==> src/logic/rv_defines.svh <==
`ifndef RV_DEFINES_SVH
`define RV_DEFINES_SVH

// Core data path and address width
`define RV_XLEN 32

// Register index width
`define RV_REG_AW 5

// Architectural register count, x0 included
`define RV_NUM_REGS 32

// Fetch starts here after reset
`define RV_RESET_PC 32'h0000_0000

// Sequential fetch increment in bytes
`define RV_PC_STEP 32'd4

`endif

==> src/logic/rv_pkg.sv <==
`default_nettype none

`include "rv_defines.svh"

package rv_pkg;

  typedef logic [`RV_XLEN-1:0] word_t;      // Data or byte address
  typedef logic [`RV_REG_AW-1:0] reg_addr_t;

  // Major opcodes kept by the core
  typedef enum logic [6:0] {
    OP_LOAD    = 7'b000_0011,
    OP_STORE   = 7'b010_0011,
    OP_BRANCH  = 7'b110_0011,
    OP_JAL     = 7'b110_1111,
    OP_REG_IMM = 7'b001_0011,
    OP_REG_REG = 7'b011_0011,
    OP_LUI     = 7'b011_0111,
    OP_SYSTEM  = 7'b111_0011
  } opcode_e;

  typedef enum logic [3:0] {
    ALU_ADD    = 4'd0,
    ALU_SUB    = 4'd1,
    ALU_AND    = 4'd2,
    ALU_OR     = 4'd3,
    ALU_XOR    = 4'd4,
    ALU_SLT    = 4'd5,
    ALU_SLTU   = 4'd6,
    ALU_SLL    = 4'd7,
    ALU_SRL    = 4'd8,
    ALU_SRA    = 4'd9,
    ALU_PASS_B = 4'd10  // lui result is the U immediate
  } alu_op_e;

  // Multi-cycle sequencer
  typedef enum logic [1:0] {
    S_FETCH = 2'd0,
    S_EXEC  = 2'd1,
    S_LOAD  = 2'd2,
    S_HALT  = 2'd3
  } seq_state_e;

endpackage

`default_nettype wire

==> src/logic/rv_regfile.sv <==
`timescale 1ns/1ns
`default_nettype none

`include "rv_defines.svh"

module rv_regfile (
  input  wire                       clk,
  input  wire                       rst,
  input  wire                       i_we,
  input  wire  rv_pkg::reg_addr_t   i_rd,
  input  wire  rv_pkg::reg_addr_t   i_rs1,
  input  wire  rv_pkg::reg_addr_t   i_rs2,
  input  wire  rv_pkg::word_t       i_rd_data,
  output rv_pkg::word_t             o_rs1_data,
  output rv_pkg::word_t             o_rs2_data
);

  rv_pkg::word_t regs [`RV_NUM_REGS];

  always_ff @(posedge clk or posedge rst) begin
    if (rst) begin
      for (int idx = 0; idx < `RV_NUM_REGS; idx++) begin
        regs[idx] <= '0;
      end
    end else if (i_we && (i_rd != '0)) begin  // x0 never written
      regs[i_rd] <= i_rd_data;
    end
  end

  // Asynchronous read ports
  always_comb begin
    o_rs1_data = (i_rs1 == '0) ? '0 : regs[i_rs1];
    o_rs2_data = (i_rs2 == '0) ? '0 : regs[i_rs2];
  end

endmodule

`default_nettype wire

==> src/logic/rv_decoder.sv <==
`timescale 1ns/1ns
`default_nettype none

module rv_decoder (
  input  wire                       clk,
  input  wire                       rst,
  input  wire                       i_ir_load,
  input  wire  rv_pkg::word_t       i_insn,
  output rv_pkg::reg_addr_t         o_rd,
  output rv_pkg::reg_addr_t         o_rs1,
  output rv_pkg::reg_addr_t         o_rs2,
  output logic [2:0]                o_funct3,   // Branch test select
  output rv_pkg::word_t             o_imm,
  output rv_pkg::alu_op_e           o_alu_op,
  output logic                      o_use_imm,
  output logic                      o_is_load,
  output logic                      o_is_store,
  output logic                      o_is_branch,
  output logic                      o_is_jal,
  output logic                      o_is_ecall,
  output logic                      o_writes_rd
);

  rv_pkg::word_t   ir;
  rv_pkg::opcode_e opcode;
  rv_pkg::alu_op_e f3_op;
  logic [2:0]      funct3;
  logic            f7_base;  // funct7 all zero
  logic            f7_alt;   // sub / sra encoding

  // Opcode zero after reset decodes as a no-op
  always_ff @(posedge clk or posedge rst) begin
    if (rst) begin
      ir <= '0;
    end else if (i_ir_load) begin
      ir <= i_insn;
    end
  end

  assign opcode   = rv_pkg::opcode_e'(ir[6:0]);
  assign o_rd     = ir[11:7];
  assign o_rs1    = ir[19:15];
  assign o_rs2    = ir[24:20];
  assign funct3   = ir[14:12];
  assign o_funct3 = funct3;
  assign f7_base  = (ir[31:25] == 7'b000_0000);
  assign f7_alt   = (ir[31:25] == 7'b010_0000);

  // Sign-extended immediate per format
  always_comb begin
    case (opcode)
      rv_pkg::OP_LOAD,
      rv_pkg::OP_REG_IMM: o_imm = {{20{ir[31]}}, ir[31:20]};
      rv_pkg::OP_STORE:   o_imm = {{20{ir[31]}}, ir[31:25], ir[11:7]};
      rv_pkg::OP_BRANCH:  o_imm = {{20{ir[31]}}, ir[7], ir[30:25], ir[11:8], 1'b0};
      rv_pkg::OP_JAL:     o_imm = {{12{ir[31]}}, ir[19:12], ir[20], ir[30:21], 1'b0};
      rv_pkg::OP_LUI:     o_imm = {ir[31:12], 12'b0};
      default:            o_imm = '0;
    endcase
  end

  // Shared funct3 map for both ALU formats
  always_comb begin
    case (funct3)
      3'b000:  f3_op = rv_pkg::ALU_ADD;
      3'b001:  f3_op = rv_pkg::ALU_SLL;
      3'b010:  f3_op = rv_pkg::ALU_SLT;
      3'b011:  f3_op = rv_pkg::ALU_SLTU;
      3'b100:  f3_op = rv_pkg::ALU_XOR;
      3'b101:  f3_op = f7_alt ? rv_pkg::ALU_SRA : rv_pkg::ALU_SRL;
      3'b110:  f3_op = rv_pkg::ALU_OR;
      default: f3_op = rv_pkg::ALU_AND;
    endcase
  end

  always_comb begin
    o_alu_op    = rv_pkg::ALU_ADD;  // Also the load/store address add
    o_use_imm   = 1'b0;
    o_is_load   = 1'b0;
    o_is_store  = 1'b0;
    o_is_branch = 1'b0;
    o_is_jal    = 1'b0;
    o_is_ecall  = 1'b0;
    o_writes_rd = 1'b0;
    case (opcode)
      rv_pkg::OP_LOAD: begin
        if (funct3 == 3'b010) begin  // lw only
          o_use_imm   = 1'b1;
          o_is_load   = 1'b1;
          o_writes_rd = 1'b1;
        end
      end
      rv_pkg::OP_STORE: begin
        o_use_imm  = (funct3 == 3'b010);
        o_is_store = (funct3 == 3'b010);
      end
      rv_pkg::OP_BRANCH: begin
        o_alu_op    = rv_pkg::ALU_SUB;
        o_is_branch = (funct3 inside {3'b000, 3'b001, 3'b100, 3'b101});
      end
      rv_pkg::OP_JAL: begin
        o_is_jal    = 1'b1;
        o_writes_rd = 1'b1;  // Link value comes from the PC
      end
      rv_pkg::OP_LUI: begin
        o_alu_op    = rv_pkg::ALU_PASS_B;
        o_use_imm   = 1'b1;
        o_writes_rd = 1'b1;
      end
      rv_pkg::OP_REG_IMM: begin
        // Shift immediates carry funct7 in the upper bits
        if ((funct3 == 3'b001 && f7_base) ||
            (funct3 == 3'b101 && (f7_base || f7_alt)) ||
            (funct3 != 3'b001 && funct3 != 3'b101)) begin
          o_alu_op    = f3_op;
          o_use_imm   = 1'b1;
          o_writes_rd = 1'b1;
        end
      end
      rv_pkg::OP_REG_REG: begin
        if (f7_base || (f7_alt && (funct3 == 3'b000 || funct3 == 3'b101))) begin
          o_alu_op    = (f7_alt && funct3 == 3'b000) ? rv_pkg::ALU_SUB : f3_op;
          o_writes_rd = 1'b1;
        end
      end
      rv_pkg::OP_SYSTEM: o_is_ecall = (ir[31:7] == '0);
      default:           o_writes_rd = 1'b0;
    endcase
  end

endmodule

`default_nettype wire

==> src/logic/rv_alu.sv <==
`timescale 1ns/1ns
`default_nettype none

module rv_alu (
  input  wire  rv_pkg::word_t     i_a,
  input  wire  rv_pkg::word_t     i_b,
  input  wire  rv_pkg::alu_op_e   i_op,
  input  wire  [2:0]              i_funct3,
  output rv_pkg::word_t           o_result,
  output logic                    o_take
);

  logic [4:0] shamt;
  logic       equal;
  logic       less;    // Signed, shared by slt and blt/bge
  logic       less_u;

  assign shamt  = i_b[4:0];  // Only the low five bits shift
  assign equal  = (i_a == i_b);
  assign less   = ($signed(i_a) < $signed(i_b));
  assign less_u = (i_a < i_b);

  always_comb begin
    case (i_op)
      rv_pkg::ALU_ADD:    o_result = i_a + i_b;
      rv_pkg::ALU_SUB:    o_result = i_a - i_b;
      rv_pkg::ALU_AND:    o_result = i_a & i_b;
      rv_pkg::ALU_OR:     o_result = i_a | i_b;
      rv_pkg::ALU_XOR:    o_result = i_a ^ i_b;
      rv_pkg::ALU_SLT:    o_result = rv_pkg::word_t'(less);
      rv_pkg::ALU_SLTU:   o_result = rv_pkg::word_t'(less_u);
      rv_pkg::ALU_SLL:    o_result = i_a << shamt;
      rv_pkg::ALU_SRL:    o_result = i_a >> shamt;
      rv_pkg::ALU_SRA:    o_result = rv_pkg::word_t'($signed(i_a) >>> shamt);
      rv_pkg::ALU_PASS_B: o_result = i_b;
      default:            o_result = '0;
    endcase
  end

  // Branch test on the same operands
  always_comb begin
    case (i_funct3)
      3'b000:  o_take = equal;   // beq
      3'b001:  o_take = !equal;  // bne
      3'b100:  o_take = less;    // blt
      3'b101:  o_take = !less;   // bge
      default: o_take = 1'b0;
    endcase
  end

endmodule

`default_nettype wire

==> src/logic/rv_pc.sv <==
`timescale 1ns/1ns
`default_nettype none

`include "rv_defines.svh"

module rv_pc (
  input  wire                   clk,
  input  wire                   rst,
  input  wire                   i_en,
  input  wire                   i_branch,
  input  wire                   i_take,
  input  wire                   i_jal,
  input  wire  rv_pkg::word_t   i_imm,
  output rv_pkg::word_t         o_pc,
  output rv_pkg::word_t         o_pc_plus
);

  rv_pkg::word_t pc_q;
  rv_pkg::word_t pc_next;

  assign o_pc_plus = pc_q + `RV_PC_STEP;  // Also jal link value

  // PC-relative target for jal or a taken branch
  always_comb begin
    if (i_jal || (i_branch && i_take)) begin
      pc_next = pc_q + i_imm;
    end else begin
      pc_next = o_pc_plus;
    end
  end

  // Look-ahead so the registered imem has the next word by S_FETCH
  assign o_pc = i_en ? pc_next : pc_q;

  always_ff @(posedge clk or posedge rst) begin
    if (rst) begin
      pc_q <= `RV_RESET_PC;
    end else if (i_en) begin
      pc_q <= pc_next;
    end
  end

endmodule

`default_nettype wire

==> src/logic/rv_sequencer.sv <==
`timescale 1ns/1ns
`default_nettype none

module rv_sequencer (
  input  wire   clk,
  input  wire   rst,
  input  wire   i_is_load,
  input  wire   i_is_store,
  input  wire   i_is_ecall,
  input  wire   i_writes_rd,
  output logic  o_ir_load,
  output logic  o_pc_en,
  output logic  o_rf_we,
  output logic  o_dmem_we,
  output logic  o_dmem_re,
  output logic  o_halt
);

  rv_pkg::seq_state_e state;
  rv_pkg::seq_state_e state_next;

  always_ff @(posedge clk or posedge rst) begin
    if (rst) begin
      state <= rv_pkg::S_FETCH;
    end else begin
      state <= state_next;
    end
  end

  always_comb begin
    state_next = state;
    o_ir_load  = 1'b0;
    o_pc_en    = 1'b0;
    o_rf_we    = 1'b0;
    o_dmem_we  = 1'b0;
    o_dmem_re  = 1'b0;
    case (state)
      rv_pkg::S_FETCH: begin
        o_ir_load  = 1'b1;  // Instruction word is valid this cycle
        state_next = rv_pkg::S_EXEC;
      end
      rv_pkg::S_EXEC: begin
        if (i_is_ecall) begin
          state_next = rv_pkg::S_HALT;  // PC stays on the ecall
        end else if (i_is_load) begin
          o_dmem_re  = 1'b1;
          state_next = rv_pkg::S_LOAD;
        end else begin
          o_pc_en    = 1'b1;
          o_rf_we    = i_writes_rd;
          o_dmem_we  = i_is_store;
          state_next = rv_pkg::S_FETCH;
        end
      end
      rv_pkg::S_LOAD: begin
        // Read data arrived, retire the load
        o_pc_en    = 1'b1;
        o_rf_we    = i_writes_rd;
        state_next = rv_pkg::S_FETCH;
      end
      default: state_next = rv_pkg::S_HALT;  // Held until reset
    endcase
  end

  assign o_halt = (state == rv_pkg::S_HALT);

endmodule

`default_nettype wire

==> src/logic/rv_core.sv <==
`timescale 1ns/1ns
`default_nettype none

module rv_core (
  input  wire                   clk,
  input  wire                   rst,
  output rv_pkg::word_t         o_imem_addr,
  input  wire  rv_pkg::word_t   i_imem_data,
  output rv_pkg::word_t         o_dmem_addr,
  output rv_pkg::word_t         o_dmem_wdata,
  output logic                  o_dmem_we,
  output logic                  o_dmem_re,
  input  wire  rv_pkg::word_t   i_dmem_rdata,
  output logic                  o_halt
);

  logic              ir_load, pc_en, rf_we;
  rv_pkg::reg_addr_t rd, rs1, rs2;
  logic [2:0]        funct3;
  rv_pkg::word_t     imm;
  rv_pkg::alu_op_e   alu_op;
  logic              use_imm, is_load, is_store, is_branch, is_jal, is_ecall, writes_rd;
  rv_pkg::word_t     rs1_data, rs2_data;
  rv_pkg::word_t     alu_b, alu_result;
  logic              take;
  rv_pkg::word_t     pc, pc_plus;
  rv_pkg::word_t     wb_data;

  rv_sequencer u_seq (
    .clk(clk), .rst(rst),
    .i_is_load(is_load), .i_is_store(is_store),
    .i_is_ecall(is_ecall), .i_writes_rd(writes_rd),
    .o_ir_load(ir_load), .o_pc_en(pc_en), .o_rf_we(rf_we),
    .o_dmem_we(o_dmem_we), .o_dmem_re(o_dmem_re), .o_halt(o_halt)
  );

  rv_pc u_pc (
    .clk(clk), .rst(rst), .i_en(pc_en),
    .i_branch(is_branch), .i_take(take), .i_jal(is_jal),
    .i_imm(imm), .o_pc(pc), .o_pc_plus(pc_plus)
  );

  rv_decoder u_dec (
    .clk(clk), .rst(rst), .i_ir_load(ir_load), .i_insn(i_imem_data),
    .o_rd(rd), .o_rs1(rs1), .o_rs2(rs2), .o_funct3(funct3),
    .o_imm(imm), .o_alu_op(alu_op), .o_use_imm(use_imm),
    .o_is_load(is_load), .o_is_store(is_store), .o_is_branch(is_branch),
    .o_is_jal(is_jal), .o_is_ecall(is_ecall), .o_writes_rd(writes_rd)
  );

  rv_regfile u_rf (
    .clk(clk), .rst(rst), .i_we(rf_we),
    .i_rd(rd), .i_rs1(rs1), .i_rs2(rs2), .i_rd_data(wb_data),
    .o_rs1_data(rs1_data), .o_rs2_data(rs2_data)
  );

  rv_alu u_alu (
    .i_a(rs1_data), .i_b(alu_b), .i_op(alu_op), .i_funct3(funct3),
    .o_result(alu_result), .o_take(take)
  );

  assign alu_b = use_imm ? imm : rs2_data;

  // Load data only meaningful in S_LOAD
  assign wb_data = is_load ? i_dmem_rdata :
                   is_jal  ? pc_plus      : alu_result;

  assign o_imem_addr  = pc;  // Next fetch address
  assign o_dmem_addr  = (is_load || is_store) ? alu_result : '0;
  assign o_dmem_wdata = rs2_data;

endmodule

`default_nettype wire

==> config.mk <==
export PLATFORM = sky130hd
export DESIGN_NAME = rv_core
export DESIGN_NICKNAME = d
export VERILOG_FILES = /design/src/logic/rv_pkg.sv /design/src/logic/rv_regfile.sv /design/src/logic/rv_decoder.sv /design/src/logic/rv_alu.sv /design/src/logic/rv_pc.sv /design/src/logic/rv_sequencer.sv /design/src/logic/rv_core.sv
export VERILOG_INCLUDE_DIRS = /design/src /design/src/logic
export SDC_FILE = /design/constraint.sdc
export NUM_CORES = 2
export LEC_CHECK = 0
export ABC_AREA = 0
export BUFFER_PORTS_ARGS = -buffer_cell sky130_fd_sc_hd__clkbuf_2
export CAP_MARGIN = 25
export CORE_MARGIN = 2
export CORE_UTILIZATION = 40
export CTS_BUF_LIST = sky130_fd_sc_hd__clkbuf_8
export DETAILED_ROUTE_END_ITERATION = 6
export PLACE_DENSITY = 0.67
export SYNTH_ARGS = -nofsm -noshare
export SYNTH_HDL_FRONTEND = slang
export SYNTH_SLANG_ARGS = --single-unit
==> constraint.sdc <==
create_clock -name clk -period 35.9 [get_ports clk]
set_input_delay 1.795 -clock clk [delete_from_list [all_inputs] [get_ports clk]]
set_output_delay 1.795 -clock clk [all_outputs]
set_load 0.005 [all_outputs]
==> qor.yml <==
status: "completed"
cp_max_fo: 112
synth_cell_types: 105
reg2reg_depth: 24
area_growth_syn_to_layout_pct: 10.6
power_frac_clock_pct: 36.4
endpoint: "o_imem_addr[30]"
coreArea_mm2: 0.179
ant_nets: 0
rows: 155
clkLatencyLatePin_ps: 980
seq_power_share_pct: 39.0
placedInstanceArea_mm2: 0.0752
h-tree-depth: 4
drt_pass1_iterations: 6
antenna_found_initial: 12
die_x_um: 428
post_cts_buffers: 0
skew_ps: 72.6
syn-cell-area_mm2: 0.0720
maxCapViolCount: 0
fmax_mhz: 79.2
top_layer: "met5"
layout_common_cells: "1080 x dfrtp_1, 661 x nand2_1, 633 x o21ai_0, 483 x mux4_2, 468 x nor2_1"
layout_commonest_cell: "dfrtp_1"
cts.path.max_buffers: 3
worstSetupStartpoint: "u_dec.ir[20]$_DFFE_PP0P_"
ys_async_sr_fraction_pct: 100
num_vias: 63400
hold_violations: 0
crit_path_end_kind: "output port"
first_global_vias: 61000
layout_min_cycle_time_ps: 12630
relSlewSlack_pct: 11.2
p_sw_share_pct: 35.0
critical_path_arrival_ps: 10840
cts_buffers: 180
drv_slew: 0
setup_tns_ps: 0
synth_fp_nets: 7228
place_hpwl_um: 209000
start_util_pct: 40.3
clkSinkCount: 1090
ys_seq_area_share_pct: 37.9
drtIter0Drc: 8942
p_int_uw: 2160
synth_edf_count: 0
ys_seq_elements: 1090
postCtsHoldBufs: 0
ir_worst_vdd_mv: 0.0328
hold_class: "flop to flop"
grt_overflow_total: 0
dp.cells: 9071
power.switching_uw: 1160
synthFlopType: "dfrtp_1"
reg2reg_slack_ps: 25440
via_per_inst: 6.72
wl_met3_um: 36500
synth.avg_cell_area_um2: 10.2
combPwrFrac_pct: 24.6
tritoncts: "yes"
path_clk_slew_ps: 70
r2r_end: "u_rf.regs[92]$_DFFE_PP0P_"
grt_pass1_wl_um: 438000
port_buffers: 164
p_leak_uw: 0.0335
start_kind: "flop"
die_h_um: 428
grt_start_max_net_pins: 166
route.detailed.drc: 0
finalSetupViolCount: 0
power_density_mw_per_mm2: 41.8
netlist_instances: 7026
final_layout_size_suffix_gt1_share_pct: 25.1
ys_warn_count: 0
layout.nets: 7119
routed_wl_um: 307000
fin_cells: 9436
dr_wl_met2_um: 129000
rsz0062_at_grt: "false"
final_area_mm2: 0.0796
post_cts_resized: 0
ioPinCount: 165
min_period_over_period_pct: 35.2
groute.usage.overall_pct: 32.6
required_ps: 34100
tightest_slew_ps: 1300
critPathKind: "flop to output port"
die_area_mm2: 0.183
wl_per_cell_um: 32.5
cts_root_buf: "clkbuf_8"
regToRegStartpoint: "u_dec.ir[21]$_DFFE_PP0P_"
gp_congestion: 1.07
met1_length_um: 116000
-- worst min path at each step --
| stage | startpoint | to | slack (ps) | cells after the start |
|---|---|---|---|---|
| finish | u_rf.regs[995]$_DFFE_PP0P_ | u_rf.regs[995]$_DFFE_PP0P_ | 390 | 0 |
| CTS | u_rf.regs[996]$_DFFE_PP0P_ | u_rf.regs[996]$_DFFE_PP0P_ | 380 | 0 |
| detailed placement | u_rf.regs[996]$_DFFE_PP0P_ | u_rf.regs[996]$_DFFE_PP0P_ | 360 | 0 |
| global route | u_rf.regs[996]$_DFFE_PP0P_ | u_rf.regs[996]$_DFFE_PP0P_ | 390 | 0 |
| global placement | u_rf.regs[995]$_DFFE_PP0P_ | u_rf.regs[995]$_DFFE_PP0P_ | 370 | 0 |
| floorplan | u_rf.regs[995]$_DFFE_PP0P_ | u_rf.regs[995]$_DFFE_PP0P_ | 420 | 1 |
-- stage by stage --
step | util (%) | power [uW] | hold slack (ps) | setup slack [ps]
finish | 44.6 | 3330 | 387 | 23270
global route | 44.6 | 3420 | 390 | 22540
CTS | 44.4 | 3300 | 379 | 23300
detailed placement | 42.1 | 2090 | 363 | 24330
global placement | 41.9 | 2090 | 366 | 24280
floorplan | - | 1790 | 425 | 3420
-- cells in the mapped netlist, types with 51 or more instances --
master,count,area [um2]
o21ai_0,638,3190
clkbuf_1,468,1760
mux2_2,385,4340
dfrtp_1,1090,27300
nor2_1,512,1920
mux4_2,483,10900
o211ai_1,74,556
nand2_1,694,2610
o31ai_1,178,1340
buf_1,51,191
a31oi_1,98,613
buf_2,84,420
nor3_1,92,460
mux2i_1,292,2920
a22oi_1,107,803
ha_1,133,1660
a21oi_1,405,2030
inv_1,132,495
nand3_1,136,681
and3_1,54,338
-- cell type report --
type,instances,area [um2]
Fill cell,16500,99000
Multi-Input combinational cell,5114,41700
Sequential cell,1090,27300
Clock buffer,232,3190
Timing Repair Buffer,393,3070
Tap cell,2355,2950
Clock inverter,104,805
Inverter,138,526
Antenna cell,10,25.0
-- logic make-up after synthesis --
kind of cell / Yosys count / synth area share [%]
multiplexers: 1190 / 25.8
AO/OA/AOI/OAI: 1926 / 16.8
adder cells (fa/ha/maj): 136 / 2.39
XOR/XNOR: 56 / 0.681
buffers and inverters: 822 / 5.04
flip-flops: 1090 / 37.9
AND/OR/NAND/NOR: 1806 / 11.4
-- power by group through the flow --
stage	Sequential [uW]	Clock (uW)	Combinational [uW]
after detailed placement	1320	0	774
after global placement	1320	0	772
final	1300	1210	818
after CTS	1300	1220	776
after floorplan	1300	0	498
after global routing	1300	1280	846
-- metal layers --
layer  GRT usage, %  vias up
li1               -    26000
met5              0        -
met4           23.4       12
met1           42.2    31900
met3           9.33     1051
met2           46.6     4481
-- sequential cells by signal (all words and copies together) (netlist names) --
| register | flops |
|---|---|
| u_seq.state | 2 |
| u_dec.ir | 32 |
| u_rf.regs | 1024 |
| u_pc.pc_q | 32 |
-- critical path, stage by stage, from the launching register on --
cell and delay (ps):
dfrtp_4 910, buf_4 590, buf_12 690, buf_4 790, mux4_2 600, mux4_2 490
mux2i_1 380, nor2_1 140, nand2_1 100, o21ai_0 110, ha_1 450, nor2b_1 370
nand4_1 140, a31oi_1 260, or4b_2 210, a21oi_1 190, a2111oi_0 880, nor3_1 150
or2_2 330, o211ai_1 180, buf_4 620, nand2_1 240, a2111oi_0 490, nor2_1 130
clkbuf_2 130
(Power assumes the default switching activity.)
